===== config.mk =====
export PLATFORM = sky130hd
export DESIGN_NAME = vnode_unit
export DESIGN_NICKNAME = d
export VERILOG_FILES = /design/src/hw/vnode_pkg.sv /design/src/hw/cnode_fifo.sv /design/src/hw/vnode_acc.sv /design/src/hw/vnode_ctrl.sv /design/src/hw/vnode_restore.sv /design/src/hw/vnode_unit.sv
export VERILOG_INCLUDE_DIRS = /design/src /design/src/include
export SDC_FILE = /design/constraint.sdc
export NUM_CORES = 1
export LEC_CHECK = 0
export ABC_AREA = 1
export ABC_CLOCK_PERIOD_IN_PS = 3400
export BUFFER_PORTS_ARGS = -buffer_cell sky130_fd_sc_hd__clkbuf_2
export CORE_MARGIN = 1.5
export CORE_UTILIZATION = 55
export DETAILED_ROUTE_END_ITERATION = 12
export PLACE_DENSITY = 0.72
export RECOVER_POWER = 100
export SLEW_MARGIN = 40
export SYNTH_ARGS = -nofsm -noshare
export SYNTH_HDL_FRONTEND = slang
export SYNTH_SLANG_ARGS = --single-unit

===== constraint.sdc =====
create_clock -name iclk -period 3.4 [get_ports iclk]
set_clock_uncertainty 0.15 [all_clocks]
set_input_delay 0.34 -clock iclk [delete_from_list [all_inputs] [get_ports iclk]]
set_output_delay 0.34 -clock iclk [all_outputs]
set_load 0.05 [all_outputs]

===== src/include/vnode_defs.svh =====
// widths, lane count and FIFO depth of the variable-node step, included wherever a size is needed
`ifndef VNODE_DEFS_SVH
`define VNODE_DEFS_SVH

//--------------------
// lanes
//--------------------

// number of parallel lanes
`define VN_ZC 4

//--------------------
// data widths
//--------------------

// channel llr, signed
`define VN_LLR_W 4
// check/variable node message, signed, clamped to +/-31
`define VN_NODE_W 6
// column sum, holds llr plus VN_MAX_DEG messages
`define VN_SUM_W 10
// address tag carried with each message
`define VN_ADDR_W 8

//--------------------
// column size
//--------------------

// largest number of messages in one column
`define VN_MAX_DEG 8
// width of message count minus one
`define VN_NUM_W 3
// fifo depth exponent, 16 entries = two full columns
`define VN_FIFO_DEPTH_W 4

`endif


===== src/hw/vnode_pkg.sv =====
// shared lane types and controller state of the variable-node step, referenced by scoped names
`include "vnode_defs.svh"

package vnode_pkg;

  //--------------------
  // scalar types
  //--------------------

  // channel llr
  typedef logic signed [`VN_LLR_W-1:0]  llr_t;
  // single lane message
  typedef logic signed [`VN_NODE_W-1:0] node_t;
  // column sum of one lane
  typedef logic signed [`VN_SUM_W-1:0]  sum_t;
  // message address tag
  typedef logic [`VN_ADDR_W-1:0]        addr_t;
  // messages per column minus one
  typedef logic [`VN_NUM_W-1:0]         num_t;

  //--------------------
  // lane vectors
  //--------------------

  typedef llr_t  [`VN_ZC-1:0] zllr_t;
  typedef node_t [`VN_ZC-1:0] znode_t;
  typedef sum_t  [`VN_ZC-1:0] zsum_t;
  // one bit per lane, used for hard decisions
  typedef logic  [`VN_ZC-1:0] zdat_t;

  //--------------------
  // restore controller
  //--------------------

  typedef enum logic {
    CTRL_IDLE,
    CTRL_READ
  } ctrl_state_e;

endpackage


===== src/hw/cnode_fifo.sv =====
// register-file FIFO of check-node messages and address tags, registered read data
`include "vnode_defs.svh"

module cnode_fifo (
  input  logic                iclk,
  input  logic                ireset,
  input  logic                write,
  input  vnode_pkg::addr_t    waddr,
  input  vnode_pkg::znode_t   wnode,
  input  logic                read,
  output logic                rval,
  output vnode_pkg::addr_t    raddr,
  output vnode_pkg::znode_t   rnode,
  output logic                empty,
  output logic                full
);

  localparam int DEPTH = 1 << `VN_FIFO_DEPTH_W;

  // storage
  vnode_pkg::addr_t  mem_addr [DEPTH];
  vnode_pkg::znode_t mem_node [DEPTH];

  logic [`VN_FIFO_DEPTH_W-1:0] wptr;
  logic [`VN_FIFO_DEPTH_W-1:0] rptr;
  // fill level, one bit wider than the pointers
  logic [`VN_FIFO_DEPTH_W:0]   used;
  logic [`VN_FIFO_DEPTH_W:0]   used_nxt;

  //--------------------
  // fill level
  //--------------------

  always_comb begin
    case ({write, read})
      2'b10:   used_nxt = used + 1'b1;
      2'b01:   used_nxt = used - 1'b1;
      default: used_nxt = used;
    endcase
  end

  // flags are registered from the next fill level
  always_ff @(posedge iclk or posedge ireset) begin
    if (ireset) begin
      wptr  <= '0;
      rptr  <= '0;
      used  <= '0;
      empty <= 1'b1;
      full  <= 1'b0;
      rval  <= 1'b0;
    end else begin
      if (write) begin
        wptr <= wptr + 1'b1;
      end
      if (read) begin
        rptr <= rptr + 1'b1;
      end
      used  <= used_nxt;
      empty <= (used_nxt == '0);
      // depth is a power of two, so the top bit marks full
      full  <= used_nxt[`VN_FIFO_DEPTH_W];
      rval  <= read;
    end
  end

  //--------------------
  // data path
  //--------------------

  always_ff @(posedge iclk) begin
    if (write) begin
      mem_addr[wptr] <= waddr;
      mem_node[wptr] <= wnode;
    end
    if (read) begin
      raddr <= mem_addr[rptr];
      rnode <= mem_node[rptr];
    end
  end

  //--------------------
  // checks
  //--------------------

  a_no_overflow : assert property (
    @(posedge iclk) disable iff (ireset)
    write |-> !full
  );

  a_no_underflow : assert property (
    @(posedge iclk) disable iff (ireset)
    read |-> !empty
  );

endmodule


===== src/hw/vnode_acc.sv =====
// per-lane column accumulator, llr plus all check-node messages of a column, with message count
`include "vnode_defs.svh"

module vnode_acc (
  input  logic                iclk,
  input  logic                ireset,
  input  logic                ival,
  input  logic                isop,
  input  logic                ieop,
  input  vnode_pkg::zllr_t    illr,
  input  vnode_pkg::znode_t   icnode,
  // finished column, held until the next ieop
  output logic                sum_val,
  output vnode_pkg::zsum_t    sum,
  output vnode_pkg::num_t     num_m1
);

  // sums including the current message
  vnode_pkg::zsum_t acc_nxt;

  // message counter shared by all lanes
  vnode_pkg::num_t  cnt;
  vnode_pkg::num_t  cnt_nxt;

  // a column has started and its ieop is still to come
  logic             col_open;

  //--------------------
  // lane sums
  //--------------------

  genvar g;

  generate
    for (g = 0; g < `VN_ZC; g++) begin : lane
      vnode_pkg::sum_t acc;
      vnode_pkg::sum_t base;

      // isop restarts from the sign-extended llr
      assign base = isop ? vnode_pkg::sum_t'($signed(illr[g])) : acc;

      assign acc_nxt[g] = base + vnode_pkg::sum_t'($signed(icnode[g]));

      always_ff @(posedge iclk) begin
        if (ival) begin
          acc <= acc_nxt[g];
        end
      end
    end
  endgenerate

  //--------------------
  // count and column state
  //--------------------

  assign cnt_nxt = isop ? '0 : cnt + 1'b1;

  always_ff @(posedge iclk or posedge ireset) begin
    if (ireset) begin
      cnt      <= '0;
      col_open <= 1'b0;
    end else if (ival) begin
      cnt      <= cnt_nxt;
      col_open <= ~ieop;
    end
  end

  //--------------------
  // finished column
  //--------------------

  // single cycle strobe one edge after ieop
  always_ff @(posedge iclk or posedge ireset) begin
    if (ireset) begin
      sum_val <= 1'b0;
    end else begin
      sum_val <= ival & ieop;
    end
  end

  // output copy frees the running sums for the next column
  always_ff @(posedge iclk) begin
    if (ival && ieop) begin
      sum    <= acc_nxt;
      num_m1 <= cnt_nxt;
    end
  end

  //--------------------
  // checks
  //--------------------

  // every message opens a column or continues one
  a_open_col : assert property (
    @(posedge iclk) disable iff (ireset)
    ival |-> (isop || col_open)
  );

endmodule


===== src/hw/vnode_ctrl.sv =====
// restore controller, issues one fifo read per stored message of each finished column
module vnode_ctrl (
  input  logic              iclk,
  input  logic              ireset,
  // column finished, with its message count
  input  logic              sum_val,
  input  vnode_pkg::num_t   num_m1,
  // fifo read strobe
  output logic              read
);

  vnode_pkg::ctrl_state_e state;
  // reads still to go after the current one
  vnode_pkg::num_t        cnt;

  //--------------------
  // read fsm
  //--------------------

  // read is high for num_m1+1 cycles, on the edges E+1 .. E+n
  // a new column may start on the last read cycle, giving gapless reads
  always_ff @(posedge iclk or posedge ireset) begin
    if (ireset) begin
      state <= vnode_pkg::CTRL_IDLE;
      cnt   <= '0;
    end else begin
      case (state)
        vnode_pkg::CTRL_IDLE: begin
          if (sum_val) begin
            state <= vnode_pkg::CTRL_READ;
            cnt   <= num_m1;
          end
        end
        vnode_pkg::CTRL_READ: begin
          if (cnt != '0) begin
            cnt <= cnt - 1'b1;
          end else if (sum_val) begin
            // back to back column, reload and keep reading
            cnt <= num_m1;
          end else begin
            state <= vnode_pkg::CTRL_IDLE;
          end
        end
        default: begin
          state <= vnode_pkg::CTRL_IDLE;
        end
      endcase
    end
  end

  // state is a register, so read follows the edge after sum_val
  assign read = (state == vnode_pkg::CTRL_READ);

  //--------------------
  // checks
  //--------------------

  // input rule: a column's ieop comes no earlier than the previous column's degree in cycles
  a_col_spacing : assert property (
    @(posedge iclk) disable iff (ireset)
    sum_val |-> !((state == vnode_pkg::CTRL_READ) && (cnt != '0))
  );

endmodule


===== src/hw/vnode_restore.sv =====
// variable-node restore, column sum minus own message with clamping, plus hard decision per lane
`include "vnode_defs.svh"

module vnode_restore (
  input  logic                iclk,
  input  logic                ireset,
  // column sums from the accumulator
  input  logic                sum_val,
  input  vnode_pkg::zsum_t    sum,
  // stored messages read back from the fifo
  input  logic                rval,
  input  vnode_pkg::addr_t    raddr,
  input  vnode_pkg::znode_t   rnode,
  // outgoing variable-node messages
  output logic                ovnode_val,
  output vnode_pkg::addr_t    ovnode_addr,
  output vnode_pkg::znode_t   ovnode,
  output vnode_pkg::zdat_t    ovnode_hd
);

  // symmetric clamp limits, +/-31 for 6 bit messages
  localparam vnode_pkg::sum_t NODE_MAX = vnode_pkg::sum_t'((1 << (`VN_NODE_W - 1)) - 1);
  localparam vnode_pkg::sum_t NODE_MIN = -NODE_MAX;

  // stage one of the sum delay line
  logic              sum_val_d;
  vnode_pkg::zsum_t  sum_d;
  // stage two, held over the whole read back of a column
  vnode_pkg::zsum_t  sum_hold;

  vnode_pkg::znode_t sat;
  vnode_pkg::zdat_t  hd;

  //--------------------
  // sum alignment
  //--------------------

  always_ff @(posedge iclk or posedge ireset) begin
    if (ireset) begin
      sum_val_d <= 1'b0;
    end else begin
      sum_val_d <= sum_val;
    end
  end

  // hold loads at E+2, together with the column's first fifo entry
  always_ff @(posedge iclk) begin
    if (sum_val) begin
      sum_d <= sum;
    end
    if (sum_val_d) begin
      sum_hold <= sum_d;
    end
  end

  //--------------------
  // per lane extrinsic value
  //--------------------

  genvar g;

  generate
    for (g = 0; g < `VN_ZC; g++) begin : lane
      vnode_pkg::sum_t diff;

      // remove the message that came from this check node
      assign diff = $signed(sum_hold[g]) - vnode_pkg::sum_t'($signed(rnode[g]));

      assign sat[g] = (diff > NODE_MAX) ? vnode_pkg::node_t'(NODE_MAX) :
                      (diff < NODE_MIN) ? vnode_pkg::node_t'(NODE_MIN) :
                                          vnode_pkg::node_t'(diff);

      // hard decision, 1 means negative sum
      assign hd[g] = sum_hold[g][`VN_SUM_W-1];
    end
  endgenerate

  //--------------------
  // outputs
  //--------------------

  always_ff @(posedge iclk or posedge ireset) begin
    if (ireset) begin
      ovnode_val <= 1'b0;
    end else begin
      ovnode_val <= rval;
    end
  end

  always_ff @(posedge iclk) begin
    if (rval) begin
      ovnode_addr <= raddr;
      ovnode      <= sat;
      ovnode_hd   <= hd;
    end
  end

endmodule


===== src/hw/vnode_unit.sv =====
// min-sum variable-node step top level, joins accumulator, message FIFO, read control and restore
module vnode_unit (
  input  logic                iclk,
  input  logic                ireset,
  // input message stream
  input  logic                ival,
  input  logic                isop,
  input  logic                ieop,
  input  vnode_pkg::addr_t    iaddr,
  input  vnode_pkg::zllr_t    illr,
  input  vnode_pkg::znode_t   icnode,
  // outgoing variable-node messages
  output logic                ovnode_val,
  output vnode_pkg::addr_t    ovnode_addr,
  output vnode_pkg::znode_t   ovnode,
  output vnode_pkg::zdat_t    ovnode_hd,
  // messages still held in the fifo
  output logic                obusy
);

  // accumulator results, valid one edge after ieop
  logic                acc_sum_val;
  vnode_pkg::zsum_t    acc_sum;
  vnode_pkg::num_t     acc_num_m1;

  // fifo read side
  logic                ctrl_read;
  logic                fifo_rval;
  vnode_pkg::addr_t    fifo_raddr;
  vnode_pkg::znode_t   fifo_rnode;
  logic                fifo_empty;

  //--------------------
  // column sums
  //--------------------

  vnode_acc acc (
    .iclk    ( iclk        ),
    .ireset  ( ireset      ),
    .ival    ( ival        ),
    .isop    ( isop        ),
    .ieop    ( ieop        ),
    .illr    ( illr        ),
    .icnode  ( icnode      ),
    .sum_val ( acc_sum_val ),
    .sum     ( acc_sum     ),
    .num_m1  ( acc_num_m1  )
  );

  //--------------------
  // message store
  //--------------------

  // every valid message is stored together with its tag
  cnode_fifo fifo (
    .iclk   ( iclk       ),
    .ireset ( ireset     ),
    .write  ( ival       ),
    .waddr  ( iaddr      ),
    .wnode  ( icnode     ),
    .read   ( ctrl_read  ),
    .rval   ( fifo_rval  ),
    .raddr  ( fifo_raddr ),
    .rnode  ( fifo_rnode ),
    .empty  ( fifo_empty ),
    .full   (            )
  );

  // empty flag is already a register inside the fifo
  assign obusy = ~fifo_empty;

  //--------------------
  // read back
  //--------------------

  vnode_ctrl ctrl (
    .iclk    ( iclk        ),
    .ireset  ( ireset      ),
    .sum_val ( acc_sum_val ),
    .num_m1  ( acc_num_m1  ),
    .read    ( ctrl_read   )
  );

  vnode_restore restore (
    .iclk        ( iclk        ),
    .ireset      ( ireset      ),
    .sum_val     ( acc_sum_val ),
    .sum         ( acc_sum     ),
    .rval        ( fifo_rval   ),
    .raddr       ( fifo_raddr  ),
    .rnode       ( fifo_rnode  ),
    .ovnode_val  ( ovnode_val  ),
    .ovnode_addr ( ovnode_addr ),
    .ovnode      ( ovnode      ),
    .ovnode_hd   ( ovnode_hd   )
  );

endmodule


==> results.cfg, run 1 <==
[routing]
first_iter_violations = 1737
final_antenna_net_count = 0
wl_per_cell_um = 20.6
vias_per_cell = 5.81
remaining_drc_errors = 0
drt-total-wl_mm = 70.0
vias = 19800
dr.pass1.iters = 5

[final_layout]
final_util = 0.629
nFillCells = 4274
layout.nets = 2721
syn_to_final_growth_pct = 12.4
final_cell_mix = 743 x edfxtp_1, 317 x nand2_1, 267 x nor2_1
n_antenna_cell = 0
drive_above_1_share = 0.0762
multi_input_area_um2 = 8390
layout.area.seq_um2 = 23000
final_common_cell = edfxtp_1

[critical_path]
path_class = input port to flop
cpPeakStageDelay_ns = 0.80
crit-reg2reg-launch = fifo.rptr[0]
worstPathArrival_ns = 3.04
rrSetupSlack_ns = 0.51
r2r_cells = 6
path_cells = dlygate4sd3_1, clkbuf_1, nand2_1, nor2_4, clkbuf_2
cp_max_fo = 21
timing.rr.end = fifo.rnode[3]
cp.required_ns = 3.47
crit_path_start_kind = input port
crit_slowest_cell = clkbuf_2
endpoint_kind = flop

[clocking]
numCtsBuffers = 77
cts_root_buf = clkbuf_16
post_cts_buffers = 0
clock_sinks = 768
cts-resized-gates = 0
h-tree-depth = 3
clock_latency_ns = 0.62
cts_hold_buf = 10
clockBufferDepth = 3
cts_tree = yes
clkTransAtPathRegs_ns = 0.06

[floorplan]
io_pins = 91
core_area_um2 = 58100
initial_utilization = 0.560
rows = 88
die_h_um = 246
die_w_um = 246
dieArea_um2 = 60700

[global_route]
grt_antenna_before_repair = 3
grt_pass1_wl_mm = 109
grt-ovfl-total = 0
grt_usage = 0.235
grt_max_degree = 113
grt_pass1_vias = 19800

[synthesis]
netlist.area_leader.share = 0.685
synth.net_count = 2600
synth_cell_types = 39
ys.warnings.count = 0
async_flop_share = 0.0326
synth_top_flop_cell = edfxtp_1
synthesis.area_um2 = 32600
ys_ff_latch = 768
syn-mean-instance-area_um2 = 13.3
synth.largest_area_cell = edfxtp_1
syn_inst = 2454
seq_area_frac_synth = 0.705
synth.area.top_cells = edfxtp_1 69%, nand2_1 3.7%, nor2_1 3.3%
synth-edff-count = 743

[hold_path]
min_path_cells = 3
hold_class = input port to flop
holdCritStartpoint = illr[0]
holdPathEnd = acc.lane[0].acc[0]

[sta]
worst_pin_slew_ns = 1.86
maxSlewHeadroom = -0.243
period_share = 0.874
drv_slew = 72
finalSetupTns_ns = 0
hold_viol_final = 0
setup_viol_count_final = 0
max_freq_mhz = 337
post-route-min-period_ns = 2.97
rsz0062_at_grt = false

[outcome]
violations = max-capacitance violations, max-slew violations
status = complete, but fails checks

[power]
p_leak_nw = 13.4
p_sw_mw = 11.3
combPwrFrac = 0.326
seq_power_share = 0.408
netSwitchingFraction = 0.356
peakVddDrop_v = 0.000584
p_int_mw = 20.5
powerDensity_nw_per_um2 = 869
clockPowerShare = 0.267

[run]
cap_viol_max_count = 2

[place]
port_buffers = 90
gp_congestion = 0.849
hpwl_mm = 41.9
[how the worst max path moves through the flow]
stage                 startpoint  cells past startpoint                  end  slack, ns
floorplan              ctrl.read                      6           fifo.empty       0.59
global placement            isop                     10          acc.sum[26]       0.44
detailed placement          isop                      9   acc.lane[0].acc[7]       0.34
CTS                 fifo.rptr[0]                      6        fifo.rnode[3]       0.78
global route        fifo.rptr[0]                      6       fifo.rnode[11]       0.33
finish                      ival                      5  fifo.mem_addr[4][0]       0.43
[metrics by stage]
stage / hold slack (ns) / power, mW / worst slack, ns / std cells / instance area, um2
4_1_cts: 0.0100 / 32.1 / 0.778 / 3403 / 36800
2_1_floorplan: 0.217 / 20.6 / 0.589 / 2454 / 32600
5_1_grt: 0.0419 / 33.6 / 0.332 / 3403 / 36600
3_3_place_gp: 0.250 / 23.2 / 0.437 / 3251 / 34100
6_report: 0.0521 / 31.8 / 0.430 / 3403 / 36600
3_5_place_dp: 0.255 / 23.6 / 0.344 / 3251 / 34100
[power groups by stage]
stage / Clock (mW) / Sequential [mW] / Combinational [mW]
finish: 8.48 / 13.0 / 10.4
global route: 8.99 / 13.1 / 11.5
CTS: 8.61 / 13.0 / 10.5
detailed placement: 0 / 13.2 / 10.4
global placement: 0 / 13.1 / 10.1
floorplan: 0 / 13.6 / 6.98
[cell type report]
| type | instances | share of cell area |
|---|---|---|
| multi-input cells | 1383 | 0.229 |
| flip-flops and latches | 768 | 0.627 |
| inverters | 200 | 0.0205 |
| clock buffers | 105 | 0.0601 |
| clock inverters | 37 | 0.0100 |
| well taps | 765 | 0.0262 |
| repair buffers | 145 | 0.0266 |
[registers in the layout, summed over array words and instances, names as in the netlist, 3 cells and up]
register,count
ctrl.cnt,3
restore.ovnode,24
acc.lane.acc,40
fifo.used,5
restore.ovnode_addr,8
restore.sum_d,40
restore.ovnode_hd,4
acc.num_m1,3
fifo.raddr,8
fifo.rptr,4
fifo.rnode,24
acc.cnt,3
fifo.wptr,4
fifo.mem_addr,128
fifo.mem_node,384
restore.hd,4
restore.sum_hold,36
acc.sum,40
[cells in the mapped netlist (all sizes together) (9+ instances only)]
library cell	n
a21oi	53
dfrtp	24
nor2	283
xor2	31
o21ai	182
nor3	9
o221ai	82
o32ai	46
ha	84
fa	9
nand2	317
xnor2	19
mux2i	82
mux2	9
buf	51
nand3	74
o211ai	51
inv	198
edfxtp	743
clkbuf	52
nand4	18
[kinds of logic (layout without fill, tap and decap cells)]
kind of cell    after synthesis  count (layout)  share of synthesized area
mux                          91              91                     0.0283
buf+inv                     303             487                     0.0403
xor+xnor                     50              50                     0.0135
compound gates              441             441                     0.0887
flops                       768             768                      0.705
simple gates                708             708                     0.0868
fa+ha+maj                    93              93                     0.0378
[critical path: cells and delay by family]
kind | cells | cell delay [ns]
buffers and inverters | 3 | 1.84
and+or+nand+nor | 2 | 0.84
[routing by layer]
| layer | vias up | global-route usage | part of all wire |
|---|---|---|---|
| li1 | 9239 | - | - |
| met1 | 9769 | 0.301 | 0.41 |
| met2 | 607 | 0.406 | 0.50 |
| met3 | 134 | 0.0402 | 0.063 |
| met4 | 6 | 0.0768 | 0.026 |
| met5 | - | 0 | 0.00056 |
Note: power is estimated with default switching activity, not from simulation.
==> run 2: changes to the inputs <==
ABC_CLOCK_PERIOD_IN_PS = 3600   (was 3400)
clock period = 3.6 ns   (was 3.4 ns; I/O delays follow)
==> results.cfg, run 2 (synthesis results as in run 1) <==
[outcome]
status = complete, but fails checks
violations = max-capacitance violations, max-slew violations

[routing]
drt-total-wl_mm = 68.0
wl_per_cell_um = 20.0
remaining_drc_errors = 0
vias_per_cell = 5.76
vias = 19600
dr.pass1.iters = 5
final_antenna_net_count = 0
first_iter_violations = 1730

[final_layout]
final_util = 0.628
drive_above_1_share = 0.0745
layout.area.seq_um2 = 23000
final_cell_mix = 743 x edfxtp_1, 317 x nand2_1, 268 x nor2_1
final_common_cell = edfxtp_1
nFillCells = 4249
layout.nets = 2717
regMostFlops = fifo.mem_node
top_regs = fifo.mem_node: 384 flops, fifo.mem_addr: 128 flops
syn_to_final_growth_pct = 12.1
largest_register_ffs = 384
multi_input_area_um2 = 8360

[sta]
period_share = 0.833
post-route-min-period_ns = 3.00
maxSlewHeadroom = -0.262
finalSetupTns_ns = 0
setup_viol_count_final = 0
max_freq_mhz = 333
drv_slew = 41
hold_viol_final = 0
worst_pin_slew_ns = 1.89
rsz0062_at_grt = false

[critical_path]
crit-reg2reg-launch = fifo.rptr[0]
rrSetupSlack_ns = 0.65
timing.rr.end = fifo.rnode[12]
cp.required_ns = 3.75
endpoint_kind = flop
cp_max_fo = 18
worstPathArrival_ns = 3.15
r2r_cells = 6
path_class = input port to flop
crit_path_start_kind = input port

[clocking]
numCtsBuffers = 77
clockBufferDepth = 3
cts_tree = yes
clkTransAtPathRegs_ns = 0.06
cts-resized-gates = 0
h-tree-depth = 3
cts_root_buf = clkbuf_16
clock_sinks = 768
clock_latency_ns = 0.62

[global_route]
grt_antenna_before_repair = 3
grt_max_degree = 118
grt_pass1_wl_mm = 106
grt_pass1_vias = 19700
grt_usage = 0.227
grt-ovfl-total = 0

[power]
p_leak_nw = 13.4
peakVddDrop_v = 0.000504
powerDensity_nw_per_um2 = 822

[floorplan]
die_w_um = 246
die_h_um = 246
rows = 88
initial_utilization = 0.560
io_pins = 91
dieArea_um2 = 60700
core_area_um2 = 58100

[place]
gp_congestion = 0.936
port_buffers = 90
hpwl_mm = 41.3

[hold_path]
min_path_cells = 3
holdPathEnd = acc.lane[1].acc[0]
hold_class = input port to flop
holdCritStartpoint = illr[4]

[run]
cap_viol_max_count = 1
## run 2: cell types whose count changed in the layout (fill, tap and decap cells not counted), moves of 3 or more
cell,change
dlygate4sd3_1,-3
nor2_4,-5
buf_12,-5
nor2_2,+4
clkinv_1,-3
clkbuf_8,-7
bufinv_16,+6
## run 2: worst max path at each step
stage | from | slack, ns | endpoint | depth (start not counted)
3_5_place_dp | isop | 0.51 | acc.lane[0].acc[6] | 10
3_3_place_gp | isop | 0.55 | acc.lane[0].acc[6] | 10
2_1_floorplan | ctrl.read | 0.79 | fifo.empty | 6
6_report | ival | 0.60 | fifo.mem_addr[15][5] | 5
4_1_cts | ival | 1.02 | fifo.empty | 9
5_1_grt | ival | 0.46 | fifo.mem_addr[15][5] | 5
## run 2: repair_timing
action,4_1_cts,5_1_grt
buffers inserted,0,0
hold buffers,7,0
endpoints found under the hold margin,100,0
## run 2: final cells by class
type	count	area share
multi-input combinational	1383	0.229
clock buffer	98	0.0564
inverter	200	0.0206
antenna	1	0.0000686
timing repair buffer	141	0.0238
clock inverter	40	0.0148
sequential	768	0.629
tap	765	0.0262
## run 2: worst max-delay path, stage by stage
cell,delay (ns)
dlygate4sd3_1,0.55
clkbuf_1,0.46
nand2_1,0.35
nor2_2,1.00
buf_4,0.41
## run 2: stage by stage
| step | instance area, um2 | worst slack (ns) | hold WS, ns | total power, mW | std cells |
|---|---|---|---|---|---|
| global route | 36500 | 0.459 | 0.0858 | 31.6 | 3395 |
| global placement | 34000 | 0.548 | 0.251 | 21.8 | 3250 |
| CTS | 36700 | 1.02 | 0.00512 | 30.3 | 3395 |
| detailed placement | 34000 | 0.508 | 0.255 | 22.1 | 3250 |
| floorplan | 32600 | 0.789 | 0.237 | 19.4 | 2454 |
| finish | 36500 | 0.601 | 0.0804 | 30.0 | 3396 |
## run 2: where the power goes
group | internal [mW] | switching, mW
registers | 11.6 | 0.709
clock network | 4.92 | 3.27
logic | 2.98 | 6.56
## run 2: routing by layer
| layer | wire [um] | global-route usage | up-vias |
|---|---|---|---|
| li1 | - | - | 9247 |
| met2 | 33500 | 0.390 | 568 |
| met3 | 3760 | 0.0366 | 133 |
| met1 | 28800 | 0.292 | 9625 |
| met4 | 1900 | 0.0825 | 4 |
| met5 | 22 | 0 | - |
==> run 3: changes to the inputs <==
ABC_CLOCK_PERIOD_IN_PS = 2900   (was 3600)
clock period = 2.9 ns   (was 3.6 ns; I/O delays follow)
==> results.cfg, run 3 (synthesis results as in run 1) <==
[floorplan]
core_area_um2 = 58100
die_w_um = 246
rows = 88
initial_utilization = 0.560
dieArea_um2 = 60700
die_h_um = 246
io_pins = 91

[power]
clockPowerShare = 0.265
powerDensity_nw_per_um2 = 1010
seq_power_share = 0.406
combPwrFrac = 0.329
p_int_mw = 23.8
p_leak_nw = 13.5
peakVddDrop_v = 0.000805
netSwitchingFraction = 0.356
p_sw_mw = 13.2

[critical_path]
rrSetupSlack_ns = 0.25
cp.required_ns = 3.01
cp_max_fo = 21
crit-reg2reg-launch = fifo.rptr[0]
worstPathArrival_ns = 2.88
r2r_cells = 6
crit_path_start_kind = input port
endpoint_kind = flop
timing.rr.end = fifo.rnode[6]
path_class = input port to flop

[routing]
drt-total-wl_mm = 68.9
first_iter_violations = 1479
dr.pass1.iters = 5
remaining_drc_errors = 0
vias = 19900
wl_per_cell_um = 20.1
vias_per_cell = 5.80
final_antenna_net_count = 0

[sta]
rsz0062_at_grt = false
max_freq_mhz = 361
period_share = 0.955
hold_viol_final = 0
maxSlewHeadroom = -0.233
setup_viol_count_final = 0
post-route-min-period_ns = 2.77
worst_pin_slew_ns = 1.85
finalSetupTns_ns = 0
drv_slew = 138

[global_route]
grt_pass1_vias = 20000
grt_usage = 0.231
grt_pass1_wl_mm = 108
grt-ovfl-total = 0
grt_max_degree = 122
grt_antenna_before_repair = 5

[run]
cap_viol_max_count = 4

[clocking]
clock_sinks = 768
cts_hold_buf = 27
cts_root_buf = clkbuf_16
post_cts_buffers = 0
cts-resized-gates = 0
clockBufferDepth = 3
clkTransAtPathRegs_ns = 0.06
clock_latency_ns = 0.62
numCtsBuffers = 77
cts_tree = yes
h-tree-depth = 3

[hold_path]
min_path_cells = 5
hold_class = input port to flop
holdPathEnd = acc.cnt[2]
holdCritStartpoint = isop

[place]
gp_congestion = 0.921
hpwl_mm = 41.1
port_buffers = 90

[final_layout]
largest_register_ffs = 384
regMostFlops = fifo.mem_node
drive_above_1_share = 0.0814
final_common_cell = edfxtp_1
nFillCells = 4277
layout.nets = 2749
n_antenna_cell = 0
final_cell_mix = 743 x edfxtp_1, 317 x nand2_1, 269 x nor2_1
final_util = 0.631
syn_to_final_growth_pct = 12.6
top_regs = fifo.mem_node: 384 flops, fifo.mem_addr: 128 flops

[outcome]
violations = max-capacitance violations, max-slew violations
status = complete, but fails checks
run 3: changes by cell type in the layout (fill, tap and decap cells not counted), moves of 5 or more:
cell           before  now
bufinv_16          12    7
nor2_2              9    3
clkbuf_1           99   91
nor2_4              6   11
clkinv_2           10   19
buf_4              13    5
dlygate4sd3_1       7   27
clkbuf_2           27   51
run 3: stage by stage:
| stage | hold WS (ns) | setup slack (ns) | instance area, um2 | power (mW) | std cells |
|---|---|---|---|---|---|
| final | 0.0822 | 0.130 | 36700 | 37.0 | 3432 |
| after global routing | 0.0985 | 0.0278 | 36700 | 39.1 | 3432 |
| after CTS | 0.000219 | 0.295 | 37000 | 37.4 | 3432 |
| after detailed placement | 0.222 | 0.0670 | 34200 | 27.5 | 3262 |
| after global placement | 0.218 | 0.188 | 34200 | 27.1 | 3262 |
| after floorplan | 0.167 | 0.0887 | 32600 | 24.1 | 2454 |
run 3: power groups by stage:
stage	sequential (mW)	combinational (mW)	clock (mW)
after CTS	15.1	12.3	9.97
after floorplan	15.9	8.19	0
final	15.0	12.2	9.81
after detailed placement	15.3	12.3	0
after global routing	15.2	13.5	10.4
after global placement	15.2	11.9	0
run 3: routing by layer:
layer / vias up / share of wire / global-route usage
met3: 130 / 0.056 / 0.0355
met5: - / 0.00084 / 0
met2: 584 / 0.50 / 0.393
met4: 10 / 0.026 / 0.0857
met1: 9862 / 0.42 / 0.300
li1: 9309 / - / -
run 3: how the worst max path moves through the flow:
| stage | slack, ns | start | depth (start not counted) | to |
|---|---|---|---|---|
| 6_report | 0.13 | ival | 6 | fifo.mem_addr[7][0] |
| 5_1_grt | 0.03 | icnode[12] | 10 | acc.sum[26] |
| 4_1_cts | 0.30 | icnode[12] | 10 | acc.sum[26] |
| 3_5_place_dp | 0.07 | isop | 11 | acc.lane[2].acc[6] |
| 3_3_place_gp | 0.19 | isop | 11 | acc.sum[6] |
| 2_1_floorplan | 0.09 | ctrl.read | 6 | fifo.empty |
run 3: layout make-up:
type / instances / area (um2) / area share
flip-flops and latches: 768 / 23000 / 0.626
multi-input cells: 1383 / 8390 / 0.229
clock buffers: 97 / 2090 / 0.0569
repair buffers: 173 / 1100 / 0.0300
well taps: 765 / 957 / 0.0261
inverters: 200 / 751 / 0.0205
clock inverters: 46 / 429 / 0.0117
run 3: worst max-delay path: stages:
cell	delay, ns
dlygate4sd3_1	0.55
clkbuf_1	0.19
clkbuf_1	0.40
nand2_1	0.41
nor2_4	0.52
buf_4	0.49
